<file path="src/common/tagger_params.svh">
`ifndef TAGGER_PARAMS_SVH
`define TAGGER_PARAMS_SVH

// Width of the free-running event timestamp
`define TS_W 39

// Full sample word as stored in the FIFO and sent to the host
// lost flag, strobe mask, delta and timestamp
`define SAMPLE_W 48

// Sample buffer entries, a power of two so the pointers wrap on their own
`define FIFO_DEPTH 8

// Upper nibble of a command byte that addresses the timer
`define CMD_GROUP 4'hA

`endif

</file>
<file path="src/common/tag_types_pkg.sv">
`include "tagger_params.svh"

package tag_types_pkg;

	// Free-running event time
	typedef logic [`TS_W-1:0] timestamp_t;

	// One bit per strobe channel
	typedef logic [3:0] strobe_t;

	// Delta input, carried into the sample as is
	typedef logic [3:0] delta_t;

	// Sample layout, MSB first
	// bit 47 lost, 46..43 strobe mask, 42..39 delta, 38..0 timestamp
	typedef logic [`SAMPLE_W-1:0] sample_t;

	// Accepted-sample counter, wraps
	typedef logic [15:0] count_t;

endpackage

</file>
<file path="src/common/host_types_pkg.sv">
package host_types_pkg;

	// Unit of transfer on both host ports
	typedef logic [7:0] byte_t;

	// Action bits in the low nibble of a command byte
	typedef enum logic [3:0]
	{
		ACT_START = 4'b0001,
		ACT_STOP  = 4'b0010,
		ACT_CLEAR = 4'b0100
	} cmd_action_t;

	// Serializer handshake states
	typedef enum logic [1:0]
	{
		IDLE,
		DRIVE,
		WAIT_ACK_HI,
		WAIT_ACK_LO
	} ser_state_t;

endpackage

</file>
<file path="src/hdl/cmd_decoder.sv">
`include "tagger_params.svh"

module cmd_decoder
	import host_types_pkg::*;
(
	input  logic  clk,
	input  logic  rst,
	input  logic  cmd_wr,
	input  byte_t cmd_in,
	output logic  operate,
	output logic  ts_clear
);

	logic       group_hit;
	logic [3:0] action;
	logic       do_start;
	logic       do_stop;
	logic       do_clear;

	// Only bytes in the timer group are acted on
	assign group_hit = cmd_wr && (cmd_in[7:4] == `CMD_GROUP);
	assign action = cmd_in[3:0];

	assign do_start = group_hit && ((action & ACT_START) != 4'b0);
	assign do_stop  = group_hit && ((action & ACT_STOP) != 4'b0);
	assign do_clear = group_hit && ((action & ACT_CLEAR) != 4'b0);

	always_ff @(posedge clk)
	begin
		if (rst)
		begin
			operate  <= 1'b0;
			ts_clear <= 1'b0;
		end
		else
		begin
			// Single-cycle pulse, low again unless another clear arrives
			ts_clear <= do_clear;

			// Stop has priority over start in the same byte
			if (do_stop)
				operate <= 1'b0;
			else if (do_start)
				operate <= 1'b1;
		end
	end

endmodule

</file>
<file path="src/capture/strobe_capture.sv">
`include "tagger_params.svh"

module strobe_capture
	import tag_types_pkg::*;
(
	input  logic    clk,
	input  logic    rst,
	input  logic    operate,
	input  logic    ts_clear,
	input  strobe_t strobe_in,
	input  delta_t  delta_in,
	output logic    sample_valid,
	output sample_t sample_word
);

	timestamp_t ts_count;
	strobe_t    strobe_prev;
	strobe_t    rising;
	logic       event_hit;

	// Channel went high since the previous edge
	assign rising = strobe_in & ~strobe_prev;
	assign event_hit = operate && (rising != 4'b0);

	// Timestamp counter
	always_ff @(posedge clk)
	begin
		if (rst || ts_clear)
			ts_count <= '0;
		else if (operate)
			ts_count <= ts_count + 1'b1;
	end

	// Previous strobe input, tracked even while stopped so that
	// a level already high at start does not look like an edge
	always_ff @(posedge clk)
	begin
		if (rst)
			strobe_prev <= '0;
		else
			strobe_prev <= strobe_in;
	end

	always_ff @(posedge clk)
	begin
		if (rst)
			sample_valid <= 1'b0;
		else
			sample_valid <= event_hit;
	end

	// Sample payload
	// Lost flag is left clear, the FIFO fills it in
	always_ff @(posedge clk)
	begin
		if (event_hit)
			sample_word <= {1'b0, strobe_in, delta_in, ts_count};
	end

endmodule

</file>
<file path="src/hdl/sample_fifo.sv">
`include "tagger_params.svh"

module sample_fifo
	import tag_types_pkg::*;
(
	input  logic    clk,
	input  logic    rst,
	input  logic    sample_valid,
	input  sample_t sample_word,
	input  logic    fifo_pop,
	output logic    fifo_empty,
	output sample_t head_word,
	output count_t  accepted_count
);

	localparam int AW = $clog2(`FIFO_DEPTH);
	localparam logic [AW:0] FULL_COUNT = (AW+1)'(`FIFO_DEPTH);

	sample_t     mem [`FIFO_DEPTH];
	logic [AW-1:0] wr_ptr;
	logic [AW-1:0] rd_ptr;
	logic [AW:0]   fill;
	logic          full;
	logic          wr_en;
	logic          rd_en;
	logic          lost;

	assign full = (fill == FULL_COUNT);
	assign fifo_empty = (fill == '0);
	assign wr_en = sample_valid && !full;
	assign rd_en = fifo_pop && !fifo_empty;

	// Show-ahead output
	assign head_word = mem[rd_ptr];

	// Storage, with the pending lost flag folded into the top bit
	always_ff @(posedge clk)
	begin
		if (wr_en)
			mem[wr_ptr] <= {lost, sample_word[`SAMPLE_W-2:0]};
	end

	always_ff @(posedge clk)
	begin
		if (rst)
		begin
			wr_ptr <= '0;
			rd_ptr <= '0;
			fill   <= '0;
		end
		else
		begin
			if (wr_en)
				wr_ptr <= wr_ptr + 1'b1;
			if (rd_en)
				rd_ptr <= rd_ptr + 1'b1;
			case ({wr_en, rd_en})
				2'b10: fill <= fill + 1'b1;
				2'b01: fill <= fill - 1'b1;
				default: fill <= fill;
			endcase
		end
	end

	// Drop tracking and accepted count
	always_ff @(posedge clk)
	begin
		if (rst)
		begin
			lost <= 1'b0;
			accepted_count <= '0;
		end
		else if (sample_valid)
		begin
			if (full)
				lost <= 1'b1;
			else
			begin
				lost <= 1'b0;
				accepted_count <= accepted_count + 1'b1;
			end
		end
	end

endmodule

</file>
<file path="src/hdl/byte_serializer.sv">
`include "tagger_params.svh"

module byte_serializer
	import tag_types_pkg::*;
	import host_types_pkg::*;
(
	input  logic    clk,
	input  logic    rst,
	input  logic    fifo_empty,
	input  sample_t head_word,
	output logic    fifo_pop,
	output logic    data_req,
	output byte_t   data,
	input  logic    data_ack
);

	localparam int BYTES = `SAMPLE_W / 8;

	ser_state_t state;
	logic [2:0] byte_idx;
	byte_t      cur_byte;
	logic       last_byte;

	// MSB first, byte 0 is bits 47..40
	assign cur_byte = head_word[(`SAMPLE_W - 8) - 8 * byte_idx +: 8];
	assign last_byte = (byte_idx == 3'(BYTES - 1));

	always_ff @(posedge clk)
	begin
		if (rst)
		begin
			state    <= IDLE;
			byte_idx <= '0;
			fifo_pop <= 1'b0;
			data_req <= 1'b0;
		end
		else
		begin
			fifo_pop <= 1'b0;
			case (state)
				IDLE:
				begin
					byte_idx <= '0;
					// Wait out the pop cycle so fifo_empty is current
					if (!fifo_empty && !fifo_pop)
						state <= DRIVE;
				end
				DRIVE:
				begin
					data_req <= 1'b1;
					state <= WAIT_ACK_HI;
				end
				WAIT_ACK_HI:
				begin
					if (data_ack)
					begin
						data_req <= 1'b0;
						state <= WAIT_ACK_LO;
					end
				end
				WAIT_ACK_LO:
				begin
					// Byte done once the host releases ack
					if (!data_ack)
					begin
						if (last_byte)
						begin
							fifo_pop <= 1'b1;
							state <= IDLE;
						end
						else
						begin
							byte_idx <= byte_idx + 1'b1;
							state <= DRIVE;
						end
					end
				end
				default: state <= IDLE;
			endcase
		end
	end

	// Byte register, loaded on the edge that raises data_req and held until the next byte
	always_ff @(posedge clk)
	begin
		if (state == DRIVE)
			data <= cur_byte;
	end

endmodule

</file>
<file path="src/hdl/timetag_top.sv">
module timetag_top
	import tag_types_pkg::*;
	import host_types_pkg::*;
(
	input  logic    clk,
	input  logic    rst,
	input  logic    cmd_wr,
	input  byte_t   cmd_in,
	input  strobe_t strobe_in,
	input  delta_t  delta_in,
	output logic    data_req,
	output byte_t   data,
	input  logic    data_ack,
	output logic    capture_operate,
	output count_t  accepted_count
);

	logic    operate;
	logic    ts_clear;
	logic    sample_valid;
	sample_t sample_word;
	logic    fifo_empty;
	sample_t head_word;
	logic    fifo_pop;

	assign capture_operate = operate;

	cmd_decoder cmd_decoder_inst (
		.clk      (clk),
		.rst      (rst),
		.cmd_wr   (cmd_wr),
		.cmd_in   (cmd_in),
		.operate  (operate),
		.ts_clear (ts_clear)
	);

	strobe_capture strobe_capture_inst (
		.clk          (clk),
		.rst          (rst),
		.operate      (operate),
		.ts_clear     (ts_clear),
		.strobe_in    (strobe_in),
		.delta_in     (delta_in),
		.sample_valid (sample_valid),
		.sample_word  (sample_word)
	);

	sample_fifo sample_fifo_inst (
		.clk            (clk),
		.rst            (rst),
		.sample_valid   (sample_valid),
		.sample_word    (sample_word),
		.fifo_pop       (fifo_pop),
		.fifo_empty     (fifo_empty),
		.head_word      (head_word),
		.accepted_count (accepted_count)
	);

	// Host side of the data path
	byte_serializer byte_serializer_inst (
		.clk        (clk),
		.rst        (rst),
		.fifo_empty (fifo_empty),
		.head_word  (head_word),
		.fifo_pop   (fifo_pop),
		.data_req   (data_req),
		.data       (data),
		.data_ack   (data_ack)
	);

endmodule

</file>
<file path="config.mk">
export PLATFORM = sky130hd
export DESIGN_NAME = timetag_top
export DESIGN_NICKNAME = d
export VERILOG_FILES = /design/src/common/tag_types_pkg.sv /design/src/common/host_types_pkg.sv /design/src/hdl/cmd_decoder.sv /design/src/capture/strobe_capture.sv /design/src/hdl/sample_fifo.sv /design/src/hdl/byte_serializer.sv /design/src/hdl/timetag_top.sv
export VERILOG_INCLUDE_DIRS = /design/src /design/src/common
export SDC_FILE = /design/constraint.sdc
export NUM_CORES = 1
export LEC_CHECK = 0
export BUFFER_PORTS_ARGS = -buffer_cell sky130_fd_sc_hd__clkbuf_2
export CORE_MARGIN = 5
export CORE_UTILIZATION = 55
export DETAILED_ROUTE_END_ITERATION = 16
export PLACE_DENSITY_LB_ADDON = 0.05
export SKIP_LAST_GASP = 1
export SLEW_MARGIN = 5
export SYNTH_ARGS = -nofsm -noshare
export SYNTH_HDL_FRONTEND = slang
export SYNTH_SLANG_ARGS = --single-unit
</file>
<file path="constraint.sdc">
create_clock -name clk -period 5.7 [get_ports clk]
set_input_delay 0.57 -clock clk [delete_from_list [all_inputs] [get_ports clk]]
set_output_delay 0.57 -clock clk [all_outputs]
set_load 0.01 [all_outputs]
</file>
==> impl_metrics.env <==
export IMPL_status="finished, final reports clean"
export IMPL_seq_area_frac_synth_pct=72.6
export IMPL_holdPathEnd="strobe_capture_inst.sample_word[41]"
export IMPL_syn_nets=1289
export IMPL_synth_seq_cells=522
export IMPL_htree_levels=2
export IMPL_min_path_type="in2reg"
export IMPL_cp_start_kind="flop"
export IMPL_netlist_instances=1255
export IMPL_first_pass_iters=5
export IMPL_yosys_top_cells_count="439 x edfxtp_1, 164 x mux2i_1, 83 x dfxtp_1"
export IMPL_synth_area_top_cells="edfxtp_1 64%, dfxtp_1 8.1%, mux2i_1 8.0%"
export IMPL_critical_path_cell_chain="buf_4 > and2_1 > buf_4 > a22oi_1 > a31oi_1 > nand4_1"
export IMPL_via_per_inst=5.93
export IMPL_clk_path_buf_depth=3
export IMPL_ys_async_sr_fraction_pct=0
export IMPL_grt_pass1_vias=10500
export IMPL_fin_crit_ns=3.21
export IMPL_path_class="reg2reg"
export IMPL_fmaxAchievable_mhz=312
export IMPL_finalNonFillerCells=1827
export IMPL_tightest_slew_ns=1.17
export IMPL_seq_power_share_pct=52.3
export IMPL_place_gp_congestion=0.770
export IMPL_min_from="delta_in[2]"
export IMPL_cts_resized=0
export IMPL_die_h_um=203
export IMPL_synth_area_leader_cell="edfxtp_1"
export IMPL_synthMostInstantiatedCell="edfxtp_1"
export IMPL_area_growth_pct=12.6
export IMPL_ys_flop_type="edfxtp_1"
export IMPL_wl_um=43100
export IMPL_antenna_found_initial=4
export IMPL_dp_hpwl_um=24900
export IMPL_cts_root_buf="clkbuf_16"
export IMPL_dieWidth_um=203
export IMPL_cts_sinks=522
export IMPL_rsz0062_at_grt="false"
export IMPL_clkPwrFrac_pct=46.7
export IMPL_yosys_warnings=0
export IMPL_crit_path_max_incr_delay_ns=0.80
export IMPL_r2r_cells=6
export IMPL_crit_slowest_cell="and2_1"
export IMPL_cp_common_cell="buf_4"
export IMPL_switching_share_pct=18.5
export IMPL_core_sq_mm=0.0366
export IMPL_synth_distinct_cells=58
export IMPL_cellPowerDensity_mw_per_mm2=343
export IMPL_synth_area_sq_mm=0.0204
export IMPL_place_inst=1729
export IMPL_drcViolationCount=0
export IMPL_hold_buffers=0
export IMPL_maxCapViolCount=0
export IMPL_p_leak_uw=0.00726
export IMPL_clk_latency_ns=0.59
export IMPL_io_pins=46
export IMPL_hold_viol_final=0
export IMPL_final_setup_tns_ns=0
export IMPL_synth_edff_count=439
export IMPL_internal_power_uw=6440
export IMPL_wire_per_inst_um=23.6
export IMPL_io_buffers=44
export IMPL_finalCritPeriodShare_pct=56.3
export IMPL_avgSynthCellArea_sq_um=16.3
export IMPL_fin_worst_skew_ns=0.0205
export IMPL_combPwrFrac_pct=1.0
export IMPL_post_cts_buffers=0
export IMPL_end_kind="flop"
export IMPL_die_area_sq_mm=0.0411
export IMPL_grt_overflow=0
export IMPL_fill_cells=2696
export IMPL_grt_pass1_wl_um=65200
export IMPL_cts_made_buffers=52
export IMPL_cts_tree="built"
export IMPL_nets=1349
export IMPL_cp_max_fo=25
export IMPL_max_slew_margin_pct=22.1
export IMPL_synth_top_area_share_pct=64.5
export IMPL_cp_arrival_ns=3.51
export IMPL_power_switching_uw=1460
export IMPL_initial_utilization_pct=55.8
export IMPL_slew_viol_final=0
export IMPL_grt_max_degree=97
export IMPL_critPathRequiredTime_ns=6.00
export IMPL_via_count=10800
export IMPL_diodes=0
export IMPL_num_rows=70
export IMPL_ant_nets=0
export IMPL_hold_depth=1
export IMPL_total_power_uw=7900
export IMPL_cts_clk_slew_worst_paths_ns=0.06
export IMPL_drive_above_1_share_pct=14.6
export IMPL_setup_violations=0
export IMPL_peakVddDrop_mv=0.375
export IMPL_drt_iter0_markers=779
export IMPL_rr_endpoint="byte_serializer_inst.data[4]"
export IMPL_r2r_setup_slack_ns=2.49
export IMPL_grt_use_total_pct=21.0
state kept, by name (all words and copies together), names as in the netlist, 2 cells and up, named ones only:
| register | flops |
|---|---|
| sample_fifo_inst.rd_ptr | 3 |
| strobe_capture_inst.ts_count | 39 |
| sample_fifo_inst.accepted_count | 16 |
| sample_fifo_inst.fill | 4 |
| strobe_capture_inst.strobe_prev | 4 |
| strobe_capture_inst.sample_word | 47 |
| sample_fifo_inst.mem | 384 |
| byte_serializer_inst.state | 2 |
| byte_serializer_inst.data | 8 |
| sample_fifo_inst.wr_ptr | 3 |
| byte_serializer_inst.byte_idx | 3 |
worst max path at each step:
| stage | from | endpoint | slack, ns | depth (start not counted) |
|---|---|---|---|---|
| floorplan | sample_fifo_inst.fill[1] | sample_fifo_inst.mem[1][0] | 0.92 | 6 |
| CTS | flop | byte_serializer_inst.data[4] | 2.43 | 6 |
| finish | flop | byte_serializer_inst.data[4] | 2.49 | 6 |
| global route | flop | byte_serializer_inst.data[6] | 2.30 | 7 |
| global placement | flop | byte_serializer_inst.data[6] | 2.45 | 7 |
| detailed placement | flop | byte_serializer_inst.data[4] | 2.42 | 6 |
final cells by class:
cell class | count | area [sq um] | share of cell area (%)
inverter | 14 | 52.6 | 0.228
clock inverter | 35 | 482 | 2.09
multi-input combinational | 658 | 5240 | 22.8
clock buffer | 63 | 1400 | 6.10
tap | 468 | 586 | 2.54
timing repair buffer | 67 | 405 | 1.76
sequential | 522 | 14800 | 64.5
metrics by stage:
step / area [sq um] / setup slack [ns] / utilization [%] / hold WS (ns)
finish: 23000 / 2.49 / 62.9 / 0.159
global route: 23000 / 2.30 / 62.9 / 0.137
CTS: 23000 / 2.43 / 62.9 / 0.122
detailed placement: 21100 / 2.42 / 57.7 / 0.486
global placement: 21100 / 2.45 / 57.7 / 0.479
floorplan: 20400 / 0.916 / - / 0.408
layout by cell type (no fill, tap or decap), drive strengths merged, types with 8 or more instances in the layout:
master  count
a21oi      11
buf        23
xnor2      22
ha         14
o21ai      13
xor2       37
nand4      27
nor3       13
bufinv     12
nor2       78
a221oi      8
dfxtp      83
inv        16
nor2b       8
a31oi      10
clkbuf    107
and3       19
mux2i     164
nand2      36
nand3      35
mux4       16
clkinv     19
edfxtp    439
a22oi      71
nor4       10
critical path: cells and delay by family, from the launching register on:
| family | cells | cell delay [ns] |
|---|---|---|
| flops | 1 | 0.50 |
| simple gates | 2 | 0.95 |
| buf+inv | 2 | 0.92 |
| compound gates | 2 | 0.54 |
routing by layer:
layer,global-route usage (%),up-vias,part of all wire [%]
met4,5.38,2,1.6
met2,32.4,275,47
li1,-,5020,-
met5,0,-,0.021
met3,3.08,53,5.6
met1,31.8,5482,46
power by group through the flow:
stage,sequential (uW),combinational (uW),clock (uW)
after floorplan,4210,32.8,0
after global placement,4210,78.8,0
after detailed placement,4210,79.5,0
after CTS,4130,79.6,3770
after global routing,4130,87.2,3940
final,4130,77.5,3690
kinds of logic after synthesis:
group	after synthesis	share of synthesized area [%]
compound gates	132	4.69
xor+xnor	59	2.53
fa+ha+maj	14	0.857
buf+inv	75	2.09
flops	522	72.6
mux	180	9.79
simple gates	273	7.42
No activity file was read; power rests on OpenSTA's default activity.
